<file path="src/ext_bus_pkg.sv">
////////////////////////////////////////////////////////////////////////////
// External bus package
// Bus widths, power-switch address map, latencies and slow-memory states
////////////////////////////////////////////////////////////////////////////

package ext_bus_pkg;

  // Bus fields
  typedef logic [31:0] addr_t;
  typedef logic [31:0] data_t;
  typedef logic [3:0]  be_t;

  // Slow memory
  localparam int unsigned MEM_NUM_WORDS = 1024;
  typedef logic [$clog2(MEM_NUM_WORDS)-1:0] mem_idx_t;

  localparam int unsigned SLOW_MEM_LATENCY = 3;
  typedef logic [$clog2(SLOW_MEM_LATENCY+1)-1:0] mem_lat_t;

  typedef enum logic [1:0] {
    MEM_IDLE,
    MEM_BUSY,
    MEM_RESP
  } mem_state_e;

  // Power-switch region, matched on address bits 31:12
  localparam addr_t PWR_SW_BASE = 32'h2000_0000;
  typedef logic [11:0] reg_offs_t;
  localparam reg_offs_t PWR_SW_SWITCH_OFFS = 12'h000;
  localparam reg_offs_t PWR_SW_ACK_OFFS    = 12'h004;

  localparam int unsigned NUM_DOMAINS = 4;
  typedef logic [NUM_DOMAINS-1:0] domain_mask_t;

  // Switch cell delay in cycles
  localparam int unsigned SWITCH_ACK_LATENCY = 15;

  // Request FIFO in front of the slow memory
  localparam int unsigned FIFO_DEPTH = 2;
  typedef logic [$clog2(FIFO_DEPTH)-1:0] fifo_ptr_t;
  typedef logic [$clog2(FIFO_DEPTH+1)-1:0] fifo_cnt_t;

  // Router in-flight limit
  localparam int unsigned MAX_OUTSTANDING = 4;
  typedef logic [2:0] outst_cnt_t;

endpackage

</file>
<file path="src/obi_if.sv">
////////////////////////////////////////////////////////////////////////////
// OBI bus interface
// Request channel from master, grant and response channel from slave
////////////////////////////////////////////////////////////////////////////

`timescale 1ns/1ps

interface obi_if;
  import ext_bus_pkg::*;

  // Request
  logic  req;
  logic  we;
  be_t   be;
  addr_t addr;
  data_t wdata;

  // Response
  logic  gnt;
  logic  rvalid;
  data_t rdata;

  modport master (
    output req, we, be, addr, wdata,
    input  gnt, rvalid, rdata
  );

  modport slave (
    input  req, we, be, addr, wdata,
    output gnt, rvalid, rdata
  );

endinterface

</file>
<file path="src/obi_fifo.sv">
////////////////////////////////////////////////////////////////////////////
// OBI request FIFO
// Queues requests ahead of the slow memory, responses pass straight back
////////////////////////////////////////////////////////////////////////////

`timescale 1ns/1ps

module obi_fifo (
  input  logic  clk_i,
  input  logic  arst_n_i,
  obi_if.slave  producer_i,
  obi_if.master consumer_o
);
  import ext_bus_pkg::*;

  logic      we_q    [FIFO_DEPTH];
  be_t       be_q    [FIFO_DEPTH];
  addr_t     addr_q  [FIFO_DEPTH];
  data_t     wdata_q [FIFO_DEPTH];

  fifo_ptr_t wr_ptr_q;
  fifo_ptr_t rd_ptr_q;
  fifo_cnt_t count_q;
  logic      push;
  logic      pop;

  assign producer_i.gnt = (count_q != fifo_cnt_t'(FIFO_DEPTH));
  assign push           = producer_i.req & producer_i.gnt;

  // Head entry is presented downstream
  assign consumer_o.req   = (count_q != '0);
  assign consumer_o.we    = we_q[rd_ptr_q];
  assign consumer_o.be    = be_q[rd_ptr_q];
  assign consumer_o.addr  = addr_q[rd_ptr_q];
  assign consumer_o.wdata = wdata_q[rd_ptr_q];
  assign pop              = consumer_o.req & consumer_o.gnt;

  assign producer_i.rvalid = consumer_o.rvalid;
  assign producer_i.rdata  = consumer_o.rdata;

  always_ff @(posedge clk_i) begin
    if (push) begin
      we_q[wr_ptr_q]    <= producer_i.we;
      be_q[wr_ptr_q]    <= producer_i.be;
      addr_q[wr_ptr_q]  <= producer_i.addr;
      wdata_q[wr_ptr_q] <= producer_i.wdata;
    end
  end

  always_ff @(posedge clk_i or negedge arst_n_i) begin
    if (!arst_n_i) begin
      wr_ptr_q <= '0;
      rd_ptr_q <= '0;
      count_q  <= '0;
    end else begin
      if (push) begin
        wr_ptr_q <= (wr_ptr_q == fifo_ptr_t'(FIFO_DEPTH-1)) ? '0 : wr_ptr_q + fifo_ptr_t'(1);
      end
      if (pop) begin
        rd_ptr_q <= (rd_ptr_q == fifo_ptr_t'(FIFO_DEPTH-1)) ? '0 : rd_ptr_q + fifo_ptr_t'(1);
      end
      unique case ({push, pop})
        2'b10:   count_q <= count_q + fifo_cnt_t'(1);
        2'b01:   count_q <= count_q - fifo_cnt_t'(1);
        default: count_q <= count_q;
      endcase
    end
  end

endmodule

</file>
<file path="src/flat_wrapper.sv">
// flat-port wrapper written by rule: the top's interface ports become plain ports
module obi_fifo_flat import ext_bus_pkg::*;
  (clk_i, arst_n_i, producer_i_req, producer_i_we, producer_i_be, producer_i_addr, producer_i_wdata, producer_i_gnt, producer_i_rvalid, producer_i_rdata, consumer_o_req, consumer_o_we, consumer_o_be, consumer_o_addr, consumer_o_wdata, consumer_o_gnt, consumer_o_rvalid, consumer_o_rdata);
  obi_if producer_i_i ();
  obi_if consumer_o_i ();
  input  logic clk_i;
  input  logic arst_n_i;
  input wire logic [$bits(producer_i_i.req)-1:0] producer_i_req;
  input wire logic [$bits(producer_i_i.we)-1:0] producer_i_we;
  input wire logic [$bits(producer_i_i.be)-1:0] producer_i_be;
  input wire logic [$bits(producer_i_i.addr)-1:0] producer_i_addr;
  input wire logic [$bits(producer_i_i.wdata)-1:0] producer_i_wdata;
  output wire logic [$bits(producer_i_i.gnt)-1:0] producer_i_gnt;
  output wire logic [$bits(producer_i_i.rvalid)-1:0] producer_i_rvalid;
  output wire logic [$bits(producer_i_i.rdata)-1:0] producer_i_rdata;
  output wire logic [$bits(consumer_o_i.req)-1:0] consumer_o_req;
  output wire logic [$bits(consumer_o_i.we)-1:0] consumer_o_we;
  output wire logic [$bits(consumer_o_i.be)-1:0] consumer_o_be;
  output wire logic [$bits(consumer_o_i.addr)-1:0] consumer_o_addr;
  output wire logic [$bits(consumer_o_i.wdata)-1:0] consumer_o_wdata;
  input wire logic [$bits(consumer_o_i.gnt)-1:0] consumer_o_gnt;
  input wire logic [$bits(consumer_o_i.rvalid)-1:0] consumer_o_rvalid;
  input wire logic [$bits(consumer_o_i.rdata)-1:0] consumer_o_rdata;
  assign producer_i_i.req = producer_i_req;
  assign producer_i_i.we = producer_i_we;
  assign producer_i_i.be = producer_i_be;
  assign producer_i_i.addr = producer_i_addr;
  assign producer_i_i.wdata = producer_i_wdata;
  assign producer_i_gnt = producer_i_i.gnt;
  assign producer_i_rvalid = producer_i_i.rvalid;
  assign producer_i_rdata = producer_i_i.rdata;
  assign consumer_o_req = consumer_o_i.req;
  assign consumer_o_we = consumer_o_i.we;
  assign consumer_o_be = consumer_o_i.be;
  assign consumer_o_addr = consumer_o_i.addr;
  assign consumer_o_wdata = consumer_o_i.wdata;
  assign consumer_o_i.gnt = consumer_o_gnt;
  assign consumer_o_i.rvalid = consumer_o_rvalid;
  assign consumer_o_i.rdata = consumer_o_rdata;
  obi_fifo u_core (.clk_i(clk_i), .arst_n_i(arst_n_i), .producer_i(producer_i_i), .consumer_o(consumer_o_i));
endmodule
</file>
<file path="config.mk">
export PLATFORM = sky130hd
export DESIGN_NAME = obi_fifo_flat
export DESIGN_NICKNAME = d
export VERILOG_FILES = /design/src/ext_bus_pkg.sv /design/src/obi_if.sv /design/src/obi_fifo.sv /design/src/flat_wrapper.sv
export SDC_FILE = /design/constraint.sdc
export NUM_CORES = 1
export LEC_CHECK = 0
export ABC_AREA = 0
export BUFFER_PORTS_ARGS = -buffer_cell sky130_fd_sc_hd__buf_4
export CORE_MARGIN = 3
export CORE_UTILIZATION = 44
export CTS_BUF_LIST = sky130_fd_sc_hd__clkbuf_8 sky130_fd_sc_hd__clkbuf_16
export DETAILED_ROUTE_END_ITERATION = 6
export PLACE_DENSITY = 0.79
export SYNTH_ARGS = -nofsm -noshare
export SYNTH_HDL_FRONTEND = slang
export SYNTH_SLANG_ARGS = --single-unit
</file>
<file path="constraint.sdc">
create_clock -name clk_i -period 4.34 [get_ports clk_i]
set_clock_uncertainty 0.2 [all_clocks]
set_input_delay 0.217 -clock clk_i [delete_from_list [all_inputs] [get_ports clk_i]]
set_output_delay 0.217 -clock clk_i [all_outputs]
set_load 0.05 [all_outputs]
</file>
==> impl_metrics.csv <==
group,metric,value,unit
run_status,outcome,"complete, no violations",
floorplanning,design.die.area,14400,sq um
clock_network,worst_skew_pair.late_latency,420,ps
power_and_ir_drop,power_density,771,nW/um^2
job,timing.max_cap.violations,0,
floorplanning,initial_core_util,0.462,
global_routing,groute.layer.met3.usage,0.0523,
yosys,synth_seq_area_share,0.743,
global_routing,number_of_global_route_vias_before_repair,3409,
timing,worst_pin_slew,962,ps
global_routing,grt_remaining_overflow,0,
final_layout,syn_to_final_growth,41.5,%
routing,drc_errors,0,
yosys,synthesis.instances,265,
final_layout,final_cell_mix,"145 x sky130_fd_sc_hd__buf_4, 138 x sky130_fd_sc_hd__edfxtp_1, 73 x sky130_fd_sc_hd__dlygate4sd3_1",
routing,via_count,2976,
clock_network,clockRootBuffer,"sky130_fd_sc_hd__clkbuf_16",
yosys,yosys_warnings,0,
global_routing,grt_antenna_before_repair,0,
clock_network,cts-htree-levels,4,
worst_setup_path,r2r_slack,1970,ps
clock_network,cts.reportedPaths.clkPinSlew,60,ps
timing,maxClockFrequency,359,MHz
final_layout,design_area,8090,sq um
global_routing,grt.met2_usage,0.286,
timing,tns,0,ps
worst_setup_path,cp.required,3920,ps
floorplanning,die_height,120,um
final_layout,layout.core_utilization,0.654,
timing,fin_crit_sh,0.643,
yosys,syn-num-nets,372,
final_layout,layout.cells.most_common,"sky130_fd_sc_hd__buf_4",
final_layout,insertedDiodeCount,0,
clock_network,tritoncts,"built",
worst_setup_path,critical_path.reg2reg.startpoint,"u_core.count_q[0]",
worst_setup_path,path_max_fanout,44,
clock_network,clock-sinks,142,
timing,report.final.slew_viol_count,0,
place,detailed_place_hpwl,6680,um
routing,detail_route.iter0.violations,127,
power_and_ir_drop,irDropWorstVdd,0.668,mV
routing,final_antenna_violating_net_count,0,
power_and_ir_drop,leakage_power,3.25,nW
global_routing,grt.busiest_layer,"met2",
final_layout,fin_nets,569,
power_and_ir_drop,p_total,6.23,mW
global_routing,met1_usage,0.172,
place,place_ws,1970,ps
timing,relSlewSlack,0.359,
clock_network,cts_max_path_buffers,2,
place,dpl_cell_area,6710,sq um
timing,final_period_minus_worst_setup_slack,2790,ps
worst_setup_path,r2r-end,"u_core.wdata_q[0][1]",
global_routing,grt_start_max_net_pins,70,
min_path,hold_path_startpoint,"consumer_o_rdata[23]",
yosys,ys_types,14,
floorplanning,rows,40,
worst_setup_path,timing.setup.critical_path_class,"flop to output pin",
floorplanning,floorplan.core_area,12400,sq um
timing,rsz_0062_raised_after_global_routing,"false",
routing,routed_wire_length_per_instance,17.5,um
clock_network,cts_inserted_buffers,17,
timing,timing.final.hold_violations,0,
routing,detailedRoute.firstPassIterationCount,4,
yosys,syn_area_per_cell,21.6,sq um
final_layout,post_route_cells_drive_above_1_share,0.526,
timing,final_critical_path_setup_slack,1550,ps
floorplanning,io_pins,210,
routing,route.final.wire_length,11300,um
timing,finalSetupViolations,0,
global_routing,first_pass_grt_wire_length,17500,um
worst_setup_path,critPathCapture,"consumer_o_wdata[0]",
worst_setup_path,cp-end-kind,"output pin",
yosys,syn-cell-area,5710,sq um
worst_setup_path,cp_data_arrival_time,2370,ps
place,port_buffers,143,
place,place_congestion,0.671,
yosys,synth.ff_latch_count,142,
worst_setup_path,setup_crit_start,"u_core.rd_ptr_q",
min_path,worstHoldPathType,"input port to output pin",
global_routing,groute.usage.overall,0.162,
floorplanning,fp.dieW,120,um
worst_setup_path,timing.reg2reg.worst_path_depth,4,
worst_setup_path,startpoint_type,"flop",
routing,routed_via_density,4.63,
power breakdown:
| part | total, mW | leakage, nW | internal [mW] | switching (mW) |
|---|---|---|---|---|
| clock | 1.56 | 0.302 | 1.02 | 0.545 |
| combinational | 2.59 | 1.62 | 1.00 | 1.58 |
| sequential | 2.09 | 1.33 | 1.88 | 0.202 |
metrics by stage:
step                hold slack (ps)  instances
floorplan                      -279        265
global placement               -185        538
detailed placement             -182        538
CTS                             234        643
global route                    234        643
finish                          234        643
worst min-delay path by stage:
| stage | endpoint | slack [ps] | cells after the start |
|---|---|---|---|
| after CTS | producer_i_rdata[11] | 230 | 0 |
| after global routing | producer_i_rdata[26] | 230 | 0 |
| after floorplan | u_core.count_q[0] | -280 | 0 |
| after detailed placement | u_core.wr_ptr_q | -180 | 1 |
| final | producer_i_rdata[23] | 230 | 0 |
| after global placement | u_core.wr_ptr_q | -190 | 1 |
synthesized netlist by cell type:
master	count	area (sq um)
sky130_fd_sc_hd__nand2_1	1	3.75
sky130_fd_sc_hd__nor2_1	2	7.51
sky130_fd_sc_hd__buf_4	33	248
sky130_fd_sc_hd__xnor2_1	3	26.3
sky130_fd_sc_hd__nand2b_1	1	6.26
sky130_fd_sc_hd__mux2_4	69	1040
sky130_fd_sc_hd__buf_6	8	90.1
sky130_fd_sc_hd__ha_1	1	12.5
sky130_fd_sc_hd__edfxtp_1	138	4140
sky130_fd_sc_hd__xor2_1	2	17.5
sky130_fd_sc_hd__or2_1	1	6.26
sky130_fd_sc_hd__and2_4	1	8.76
sky130_fd_sc_hd__dfrtp_1	4	100
sky130_fd_sc_hd__and3_1	1	6.26
timing repair:
item	CTS	global route
setup buffers	0	0
hold endpoints to repair	144	0
hold buffers	73	0
resized for setup	0	0
final cells by class:
class / count / area, sq um
fill: 813 / 4280
multi-input combinational: 82 / 1140
tap: 168 / 210
clock buffer: 17 / 425
clock inverter: 15 / 220
timing repair buffer: 219 / 1840
sequential: 142 / 4250
flip-flops by register name, indices dropped and copies added (netlist names):
| register | cells |
|---|---|
| u_core.be_q | 8 |
| u_core.count_q | 2 |
| u_core.we_q | 2 |
| u_core.wdata_q | 64 |
| u_core.wr_ptr_q | 1 |
| u_core.rd_ptr_q | 1 |
| u_core.addr_q | 64 |
metal layers:
layer | share of wire | wire length (um)
met1 | 0.37 | 4170
met4 | 0.020 | 221
met5 | 0 | 0
met2 | 0.55 | 6210
met3 | 0.059 | 665
worst max-delay path: stages, from the launching register on:
cell and delay, ps:
sky130_fd_sc_hd__dfrtp_4 980, sky130_fd_sc_hd__buf_4 410, sky130_fd_sc_hd__mux2_4 340, sky130_fd_sc_hd__buf_4 190
cell families (layout without fill, tap and decap cells):
group,Yosys count,count (layout),share of synthesized area
fa+ha+maj,1,1,0.00219
simple gates,7,7,0.00679
buf+inv,41,251,0.0591
flops,142,142,0.743
mux,69,69,0.181
xor+xnor,5,5,0.00767
No activity file was read; power rests on OpenSTA's default activity.
