$ cat config.mk
export PLATFORM = sky130hd
export DESIGN_NAME = ext_bus_router_flat
export DESIGN_NICKNAME = d
export VERILOG_FILES = /design/src/ext_bus_pkg.sv /design/src/obi_if.sv /design/src/ext_bus_router.sv /design/src/flat_wrapper.sv
export SDC_FILE = /design/constraint.sdc
export NUM_CORES = 1
export LEC_CHECK = 0
export BUFFER_PORTS_ARGS = -buffer_cell sky130_fd_sc_hd__buf_2
export CORE_AREA = 8 8 117 119
export CTS_CLUSTER_DIAMETER = 60
export DETAILED_ROUTE_END_ITERATION = 10
export DIE_AREA = 0 0 125 127
export GPL_ROUTABILITY_DRIVEN = 0
export PLACE_DENSITY = 0.63
export SYNTH_ARGS = -nofsm -noshare
export SYNTH_HDL_FRONTEND = slang
export SYNTH_SLANG_ARGS = --single-unit
$ cat constraint.sdc
create_clock -name clk_i -period 2 [get_ports clk_i]
set_clock_uncertainty 0.15 [all_clocks]
set_input_delay 0.2 -clock clk_i [delete_from_list [all_inputs] [get_ports clk_i]]
set_output_delay 0.2 -clock clk_i [all_outputs]
set_load 0.005 [all_outputs]
$ cat src/ext_bus_pkg.sv
////////////////////////////////////////////////////////////////////////////
// External bus package
// Bus widths, power-switch address map, latencies and slow-memory states
////////////////////////////////////////////////////////////////////////////

package ext_bus_pkg;

  // Bus fields
  typedef logic [31:0] addr_t;
  typedef logic [31:0] data_t;
  typedef logic [3:0]  be_t;

  // Slow memory
  localparam int unsigned MEM_NUM_WORDS = 1024;
  typedef logic [$clog2(MEM_NUM_WORDS)-1:0] mem_idx_t;

  localparam int unsigned SLOW_MEM_LATENCY = 3;
  typedef logic [$clog2(SLOW_MEM_LATENCY+1)-1:0] mem_lat_t;

  typedef enum logic [1:0] {
    MEM_IDLE,
    MEM_BUSY,
    MEM_RESP
  } mem_state_e;

  // Power-switch region, matched on address bits 31:12
  localparam addr_t PWR_SW_BASE = 32'h2000_0000;
  typedef logic [11:0] reg_offs_t;
  localparam reg_offs_t PWR_SW_SWITCH_OFFS = 12'h000;
  localparam reg_offs_t PWR_SW_ACK_OFFS    = 12'h004;

  localparam int unsigned NUM_DOMAINS = 4;
  typedef logic [NUM_DOMAINS-1:0] domain_mask_t;

  // Switch cell delay in cycles
  localparam int unsigned SWITCH_ACK_LATENCY = 15;

  // Request FIFO in front of the slow memory
  localparam int unsigned FIFO_DEPTH = 2;
  typedef logic [$clog2(FIFO_DEPTH)-1:0] fifo_ptr_t;
  typedef logic [$clog2(FIFO_DEPTH+1)-1:0] fifo_cnt_t;

  // Router in-flight limit
  localparam int unsigned MAX_OUTSTANDING = 4;
  typedef logic [2:0] outst_cnt_t;

endpackage

$ cat src/obi_if.sv
////////////////////////////////////////////////////////////////////////////
// OBI bus interface
// Request channel from master, grant and response channel from slave
////////////////////////////////////////////////////////////////////////////

`timescale 1ns/1ps

interface obi_if;
  import ext_bus_pkg::*;

  // Request
  logic  req;
  logic  we;
  be_t   be;
  addr_t addr;
  data_t wdata;

  // Response
  logic  gnt;
  logic  rvalid;
  data_t rdata;

  modport master (
    output req, we, be, addr, wdata,
    input  gnt, rvalid, rdata
  );

  modport slave (
    input  req, we, be, addr, wdata,
    output gnt, rvalid, rdata
  );

endinterface

$ cat src/ext_bus_router.sv
////////////////////////////////////////////////////////////////////////////
// External bus router
// Steers bridge requests to slow memory or power switch, keeps order
////////////////////////////////////////////////////////////////////////////

`timescale 1ns/1ps

module ext_bus_router (
  input  logic               clk_i,
  input  logic               arst_n_i,
  // Bridge request
  input  logic               req_i,
  input  logic               we_i,
  input  ext_bus_pkg::be_t   be_i,
  input  ext_bus_pkg::addr_t addr_i,
  input  ext_bus_pkg::data_t wdata_i,
  // Bridge response
  output logic               gnt_o,
  output logic               rvalid_o,
  output ext_bus_pkg::data_t rdata_o,
  // Slaves
  obi_if.master              mem_o,
  obi_if.master              pwr_o
);
  import ext_bus_pkg::*;

  logic       sel_pwr;
  logic       slave_gnt;
  logic       stall;
  outst_cnt_t outst_cnt_q;
  logic       outst_pwr_q;

  // Anything outside the power-switch window goes to memory
  assign sel_pwr = (addr_i[31:12] == PWR_SW_BASE[31:12]);

  // Hold off a target change until the other slave has drained
  assign stall = (outst_cnt_q == outst_cnt_t'(MAX_OUTSTANDING)) ||
                 ((outst_cnt_q != '0) && (outst_pwr_q != sel_pwr));

  assign mem_o.req   = req_i & ~sel_pwr & ~stall;
  assign mem_o.we    = we_i;
  assign mem_o.be    = be_i;
  assign mem_o.addr  = addr_i;
  assign mem_o.wdata = wdata_i;

  assign pwr_o.req   = req_i & sel_pwr & ~stall;
  assign pwr_o.we    = we_i;
  assign pwr_o.be    = be_i;
  assign pwr_o.addr  = addr_i;
  assign pwr_o.wdata = wdata_i;

  assign slave_gnt = sel_pwr ? pwr_o.gnt : mem_o.gnt;
  assign gnt_o     = req_i & ~stall & slave_gnt;

  // Only one slave can have responses pending, so a plain merge is enough
  assign rvalid_o = mem_o.rvalid | pwr_o.rvalid;
  assign rdata_o  = pwr_o.rvalid ? pwr_o.rdata : mem_o.rdata;

  always_ff @(posedge clk_i or negedge arst_n_i) begin
    if (!arst_n_i) begin
      outst_cnt_q <= '0;
    end else begin
      unique case ({gnt_o, rvalid_o})
        2'b10:   outst_cnt_q <= outst_cnt_q + outst_cnt_t'(1);
        2'b01:   outst_cnt_q <= outst_cnt_q - outst_cnt_t'(1);
        default: outst_cnt_q <= outst_cnt_q;
      endcase
    end
  end

  // Target of the responses in flight
  always_ff @(posedge clk_i or negedge arst_n_i) begin
    if (!arst_n_i) begin
      outst_pwr_q <= 1'b0;
    end else if (gnt_o) begin
      outst_pwr_q <= sel_pwr;
    end
  end

endmodule

$ cat src/flat_wrapper.sv
// flat-port wrapper written by rule: the top's interface ports become plain ports
module ext_bus_router_flat import ext_bus_pkg::*;
  (clk_i, arst_n_i, req_i, we_i, be_i, addr_i, wdata_i, gnt_o, rvalid_o, rdata_o, mem_o_req, mem_o_we, mem_o_be, mem_o_addr, mem_o_wdata, mem_o_gnt, mem_o_rvalid, mem_o_rdata, pwr_o_req, pwr_o_we, pwr_o_be, pwr_o_addr, pwr_o_wdata, pwr_o_gnt, pwr_o_rvalid, pwr_o_rdata);
  obi_if mem_o_i ();
  obi_if pwr_o_i ();
  input  logic clk_i;
  input  logic arst_n_i;
  input  logic req_i;
  input  logic we_i;
  input  ext_bus_pkg::be_t be_i;
  input  ext_bus_pkg::addr_t addr_i;
  input  ext_bus_pkg::data_t wdata_i;
  output logic gnt_o;
  output logic rvalid_o;
  output ext_bus_pkg::data_t rdata_o;
  output wire logic [$bits(mem_o_i.req)-1:0] mem_o_req;
  output wire logic [$bits(mem_o_i.we)-1:0] mem_o_we;
  output wire logic [$bits(mem_o_i.be)-1:0] mem_o_be;
  output wire logic [$bits(mem_o_i.addr)-1:0] mem_o_addr;
  output wire logic [$bits(mem_o_i.wdata)-1:0] mem_o_wdata;
  input wire logic [$bits(mem_o_i.gnt)-1:0] mem_o_gnt;
  input wire logic [$bits(mem_o_i.rvalid)-1:0] mem_o_rvalid;
  input wire logic [$bits(mem_o_i.rdata)-1:0] mem_o_rdata;
  output wire logic [$bits(pwr_o_i.req)-1:0] pwr_o_req;
  output wire logic [$bits(pwr_o_i.we)-1:0] pwr_o_we;
  output wire logic [$bits(pwr_o_i.be)-1:0] pwr_o_be;
  output wire logic [$bits(pwr_o_i.addr)-1:0] pwr_o_addr;
  output wire logic [$bits(pwr_o_i.wdata)-1:0] pwr_o_wdata;
  input wire logic [$bits(pwr_o_i.gnt)-1:0] pwr_o_gnt;
  input wire logic [$bits(pwr_o_i.rvalid)-1:0] pwr_o_rvalid;
  input wire logic [$bits(pwr_o_i.rdata)-1:0] pwr_o_rdata;
  assign mem_o_req = mem_o_i.req;
  assign mem_o_we = mem_o_i.we;
  assign mem_o_be = mem_o_i.be;
  assign mem_o_addr = mem_o_i.addr;
  assign mem_o_wdata = mem_o_i.wdata;
  assign mem_o_i.gnt = mem_o_gnt;
  assign mem_o_i.rvalid = mem_o_rvalid;
  assign mem_o_i.rdata = mem_o_rdata;
  assign pwr_o_req = pwr_o_i.req;
  assign pwr_o_we = pwr_o_i.we;
  assign pwr_o_be = pwr_o_i.be;
  assign pwr_o_addr = pwr_o_i.addr;
  assign pwr_o_wdata = pwr_o_i.wdata;
  assign pwr_o_i.gnt = pwr_o_gnt;
  assign pwr_o_i.rvalid = pwr_o_rvalid;
  assign pwr_o_i.rdata = pwr_o_rdata;
  ext_bus_router u_core (.clk_i(clk_i), .arst_n_i(arst_n_i), .req_i(req_i), .we_i(we_i), .be_i(be_i), .addr_i(addr_i), .wdata_i(wdata_i), .gnt_o(gnt_o), .rvalid_o(rvalid_o), .rdata_o(rdata_o), .mem_o(mem_o_i), .pwr_o(pwr_o_i));
endmodule
==> results.txt, run 1 <==
Status -> complete, but fails checks
Failing checks -> setup timing
Post-synth ARST share -> 1.00
Tightest Pin Transition -> 389 ps
Fin. Hold Viols -> 0
Critical R2R Capture -> u_core.outst_cnt_q[2]
Post-route DRC violation count -> 0
Clock latency on the worst-skew pair -> 220 ps
Worst min-delay path category -> primary input to register
Mapped Nets -> 355
Max-cap violations -> 0
Adder-Cell Fraction of Synth Area -> 0.0182
Fmax achieved -> 0.444 GHz
I/O Buffers -> 166
Hold slack -> 147 ps
Initial antenna violation count -> 0
Worst Setup Start Kind -> primary input
Pwr Density -> 484 nW/um2
CP Capture Type -> register
Register bit total from synthesis -> 4
Commonest non-fill, non-tap cell in the layout -> buf_2
Crit-path max cell delay -> 320 ps
Num CTS Buffers -> 3
Core ar. -> 11,800 um2
Synth Area in Compound Gates -> 0.0189
Final setup viols -> 2
Worst R2R Path Depth -> 8
Clk pin slew, worst setup/hold paths -> 30 ps
GR Overflow Total -> 0
YS warnings -> 0
Worst-path cell chain -> buf_2, nor4_4, nand2_2, nor2_4, mux2i_2, a211o_1, ha_2, inv_2, fa_2, xor2_1, nor2_1, xor2_1
Critical path's top delay family -> simple AND/OR/NAND/NOR gates
Mux contribution to synthesized area -> 0.213
Worst-case clock buffer depth -> 2
CP dominant cell by count -> xor2_1
Post-place setup slack -> -501 ps
Post-Syn Area -> 1790 um2
Routed len/inst -> 15.2 um
Fin. max-slew vios -> 0
Layout Cells excl Fill -> 411
H-tree depth -> 1
Hold_sp -> pwr_o_gnt
DP HPWL -> 5.63 mm
Die width -> 125 um
Hold Path Sink -> u_core.outst_pwr_q
P_leak -> 1.09 nW
I/O pin cnt -> 314
Slowest-stage cell, CP -> fa_2
FILL cells -> 1,338
Number of enable flip-flop cells after synthesis -> 0
Setup slack after layout -> -255 ps
CP Data Arrival Time -> 2240 ps
Synth Area in Simple Gates -> 0.0778
Layout cells sized above 1 -> 0.902
Die Y -> 127 um
Detailed Route WL -> 6.24 mm
Clock sinks -> 4
WS Path Type -> primary input to register
Post-synth cell types -> 24
XOR/XNOR share of the synthesized area -> 0.0196
RSZ-0062 raised after global routing -> true
Max FO, Critical Path -> 3
Worst Setup SP -> addr_i[14]
Number of global-route vias before repair -> 1,723
Largest net degree at the start of global routing -> 33
Slew headroom -> 0.741
Starting Density -> 0.151
Routed Antenna Nets -> 0
Nets -> 408
Root Buffer -> clkbuf_16
Most frequent cells in the layout -> 163 x buf_2, 32 x mux2_2, 23 x buf_4
Final min period -> 2250 ps
Dominant synthesized flop cell -> dfrtp_1
Total GRT Usage -> 0.0718
R2R Path Start -> u_core.outst_cnt_q[0]
First drt pass iteration count -> 4
Layout area overhead -> 16.6%
Worst path bufs/invs -> 2
Largest family of logic cells by synthesized area -> buffers and inverters
Worst VDD drop -> 0.000199 V
Seq/Total Area, Yosys -> 0.0561
WHS Path Cells -> 3
Tot Pwr -> 1.01 mW
Average cell area after synthesis -> 8.38 um2
Vias per std cell -> 3.55
Vias -> 1,460
Syn Inst Count -> 213
Final worst path period share -> 1.13
CP required -> 1990 ps
First-pass GRT wire length -> 9.27 mm
Row count -> 40
Reg-to-reg setup timing slack -> -10 ps
Iteration-0 DRC Markers -> 20
Utilization of the core after routing -> 0.176
Diodes inserted -> 0
TritonCTS clock tree -> yes
Placed cells -> 403
Die area -> 15,900 um2
==> sequential cells by signal, summed over array words and instances, names as in the netlist <==
register and count:
u_core.outst_pwr_q 1, u_core.outst_cnt_q 3
==> worst min-delay path, cell delays in order <==
cell     delay (ps)
buf_2           120
a21oi_1          60
nor2_1           90
==> stage by stage <==
stage / cell area [um2] / setup TNS [ps]
4_1_cts: 2050 / -363
5_1_grt: 2080 / -725
6_report: 2080 / -373
3_5_place_dp: 1930 / -1030
2_1_floorplan: 1830 / -317
3_3_place_gp: 1930 / -918
==> kinds of logic after synthesis <==
group / after synthesis
adders and majority gates: 2
buffers and inverters: 145
xor gates and xnor gates: 4
and+or+nand+nor: 19
DFF: 4
AOI/OAI and AO/OA: 5
muxes: 34
==> cells in the mapped netlist, drive strengths merged (2+ instances only) <==
cell	count	area (um2)
nor2	5	26.3
inv	3	11.3
a211oi	2	15.0
or2	2	12.5
nand2	4	15.0
clkbuf	2	7.51
buf	140	1050
mux2	32	360
mux2i	2	20.0
dfrtp	4	100
a21oi	2	10.0
xor2	3	26.3
nor4	5	52.6
==> worst max path at each step <==
stage,to,depth (start not counted)
after floorplan,u_core.outst_cnt_q[2],11
after global placement,u_core.outst_cnt_q[2],12
after detailed placement,u_core.outst_cnt_q[2],12
after CTS,u_core.outst_cnt_q[2],12
after global routing,u_core.outst_cnt_q[2],12
final,u_core.outst_cnt_q[2],12
==> layout make-up <==
type	count	area, um2	area share
Tap cell	147	184	0.0883
Clock buffer	3	75.1	0.0361
Sequential cell	4	100	0.0481
Multi-Input combinational cell	64	679	0.326
Timing Repair Buffer	190	1030	0.496
Inverter	3	11.3	0.00541
==> what timing repair did <==
item / CTS / global route
hold buffers: 1 / 0
setup buffers: 2 / 2
hold endpoints to repair: 4 / 0
gates resized for setup: 6 / 2
endpoints found under the setup margin: 2 / 4
pin swaps: 1 / 1
==> power breakdown <==
group	internal, mW	switching [mW]
clock	0.255	0.0531
sequential	0.116	0.0259
combinational	0.317	0.241
total	0.688	0.320
==> routing by layer <==
layer	GRT usage	part of all wire
met4	0.0179	0.019
met3	0.0715	0.22
met2	0.126	0.47
met5	0	0
met1	0.0544	0.29
(Power assumes the default switching activity.)
==> run 2: changes to the inputs <==
--- a/config.mk
+++ b/config.mk
@@ -11,7 +11,6 @@
 export DETAILED_ROUTE_END_ITERATION = 10
 export DIE_AREA = 0 0 125 127
 export GPL_ROUTABILITY_DRIVEN = 0
-export PLACE_DENSITY = 0.63
 export SYNTH_ARGS = -nofsm -noshare
 export SYNTH_HDL_FRONTEND = slang
 export SYNTH_SLANG_ARGS = --single-unit
==> results.txt, run 2 (synthesized netlist as in run 1, its figures left out) <==
Top flop regs -> u_core.outst_cnt_q x3, u_core.outst_pwr_q x1
Top reg by flops -> u_core.outst_cnt_q
Reg-to-reg setup timing slack -> -20 ps (about the same)
Row count -> 40 (unchanged)
TritonCTS clock tree -> yes
Hold Path Sink -> u_core.outst_pwr_q
Clk pin slew, worst setup/hold paths -> 30 ps (about the same)
Routed len/inst -> 14.7 um (-3.3%)
Switching Share -> 0.310 (-0.00693)
Layout area overhead -> 19.5%
Clock share of power -> 0.303 (-0.003)
GR Overflow Total -> 0 (unchanged)
Number of global-route vias before repair -> 1,621 (-5.9%)
Internal cell power -> 697 uW (+1.4%)
Fmax achieved -> 0.441 GHz (-0.49%)
Fin. Hold Viols -> 0 (unchanged)
P_leak -> 1.10 nW (+1.4%)
WS Path Type -> primary input to register
Max-cap violations -> 0 (unchanged)
Max reg flops -> 3 (unchanged)
Worst R2R Path Depth -> 8 (unchanged)
First drt pass iteration count -> 4 (unchanged)
Clock sinks -> 4 (unchanged)
Root Buffer -> clkbuf_16
I/O Buffers -> 166 (unchanged)
Most frequent cells in the layout -> 160 x buf_2, 32 x mux2_2, 24 x buf_4
Utilization of the core after routing -> 0.181 (+0.00434)
Worst Setup Start Kind -> primary input
Commonest non-fill, non-tap cell in the layout -> buf_2
Net Switching -> 314 uW (-1.8%)
DP HPWL -> 5.34 mm (-5.1%)
Critical R2R Capture -> u_core.outst_cnt_q[2]
WHS Path Cells -> 3 (unchanged)
Crit-path max cell delay -> 320 ps (about the same)
Status -> complete, but fails checks
Post-DP Area -> 1930 um2 (unchanged)
CP dominant cell by count -> xor2_1
First-pass GRT wire length -> 8.83 mm (-4.8%)
Die Y -> 127 um (unchanged)
Slew headroom -> 0.725 (-0.0155)
Post-route DRC violation count -> 0 (unchanged)
Num CTS Buffers -> 3 (unchanged)
Finished Cell Area -> 2130 um2 (+2.5%)
Tightest Pin Transition -> 412 ps (+23.3 ps)
CP required -> 1990 ps (about the same)
Setup slack after layout -> -266 ps (-11.2 ps)
Die area -> 15,900 um2 (unchanged)
Layout Cells excl Fill -> 412 (+0.24%)
Iteration-0 DRC Markers -> 27 (+35%)
H-tree depth -> 1 (unchanged)
Clock latency on the worst-skew pair -> 220 ps (about the same)
Largest net degree at the start of global routing -> 33 (unchanged)
Placed cells -> 403 (unchanged)
Vias -> 1,465 (+0.34%)
Fin. max-slew vios -> 0 (unchanged)
Nets -> 409 (+0.25%)
Final min period -> 2270 ps (+11.2 ps)
Initial antenna violation count -> 0 (unchanged)
Layout cells sized above 1 -> 0.906 (+0.00415)
Failing checks -> setup timing
CP Data Arrival Time -> 2260 ps (+20 ps)
Final worst path period share -> 1.13 (+0.00560)
FILL cells -> 1,332 (-0.45%)
Pwr Density -> 474 nW/um2 (-2.1%)
Worst-path cell chain -> buf_8, nor4_4, nand2_2, nor2_4, mux2i_2, a211o_1, ha_4, inv_2, fa_2, xor2_1, nor2_1, xor2_1
RSZ-0062 raised after global routing -> true
Worst-case clock buffer depth -> 2 (unchanged)
Max FO, Critical Path -> 3 (unchanged)
Combinational power share -> 0.558 (+0.005)
CP Capture Type -> register
Worst VDD drop -> 0.000197 V (-1.2%)
Hold_sp -> pwr_o_gnt
R2R Path Start -> u_core.outst_cnt_q[0]
Vias per std cell -> 3.56 (about the same)
Total GRT Usage -> 0.0690 (-0.00279)
Core ar. -> 11,800 um2 (unchanged)
Multi-input logic area -> 697 um2 (+2.6%)
Reg power frac -> 0.139 (-0.002)
Routed Antenna Nets -> 0 (unchanged)
Hold slack -> 116 ps (-30.4 ps)
Worst min-delay path category -> primary input to register
Slowest-stage cell, CP -> fa_2
Starting Density -> 0.151 (unchanged)
Storage element area -> 100 um2 (unchanged)
Detailed Route WL -> 6.05 mm (-3.1%)
Die width -> 125 um (unchanged)
Final setup viols -> 2 (unchanged)
I/O pin cnt -> 314 (unchanged)
Diodes inserted -> 0 (unchanged)
## run 2: cell count changes in the layout (fill, tap and decap cells not counted)
cell / previous run / this run
buf_6: 3 / 4
xor2_2: 0 / 1
buf_8: 0 / 2
buf_2: 163 / 160
buf_4: 23 / 24
ha_2: 1 / 0
xor2_1: 3 / 2
ha_4: 0 / 1
## run 2: area by class of cell
cell class / count / share of cell area
clock buffers: 3 / 0.0352
inverters: 3 / 0.00528
multi-input cells: 64 / 0.327
flip-flops and latches: 4 / 0.0469
well taps: 147 / 0.0862
repair buffers: 191 / 0.500
## run 2: worst max path at each step
stage | from | end | slack (ps) | depth (start not counted)
after floorplan | addr_i[18] | u_core.outst_cnt_q[2] | -210 | 11
after global placement | addr_i[14] | u_core.outst_cnt_q[2] | -500 | 12
after detailed placement | addr_i[14] | u_core.outst_cnt_q[2] | -570 | 12
after CTS | addr_i[30] | u_core.outst_cnt_q[2] | -260 | 12
after global routing | addr_i[19] | u_core.outst_cnt_q[2] | -400 | 12
final | addr_i[19] | u_core.outst_cnt_q[2] | -270 | 12
## run 2: critical path, delay by kind of cell
family                     cells  cell delay (ps)
AOI/OAI and AO/OA              1              170
xor gates and xnor gates       2              310
adders and majority gates      2              460
buffers and inverters          2              130
muxes                          1              270
and+or+nand+nor                4              710
## run 2: what timing repair did
action,in CTS,in global routing
setup buffers,3,2
hold buffers,1,0
pin swaps,6,5
resized for setup,11,8
endpoints found under the hold margin,4,0
endpoints found under the setup margin,2,2
## run 2: power groups by stage
stage	clock network (mW)	logic (mW)	registers, mW
after global placement	0	0.546	0.141
final	0.307	0.564	0.140
after floorplan	0	0.455	0.139
after global routing	0.326	0.635	0.146
after detailed placement	0	0.548	0.142
after CTS	0.313	0.563	0.141
## run 2: routing by layer
metal | GRT usage | vias up | share of wire
li1 | - | 659 | -
met1 | 0.0665 | 621 | 0.35
met2 | 0.107 | 164 | 0.44
met3 | 0.0578 | 21 | 0.18
met4 | 0.0258 | 0 | 0.023
met5 | 0 | - | 0
## run 2: stage by stage
stage                     setup WS, ps  power [mW]  setup TNS [ps]
after floorplan                   -213       0.594            -317
after global placement            -502       0.688           -1060
after detailed placement          -568       0.689           -1220
after CTS                         -257        1.02            -405
after global routing              -395        1.11            -669
final                             -266        1.01            -402
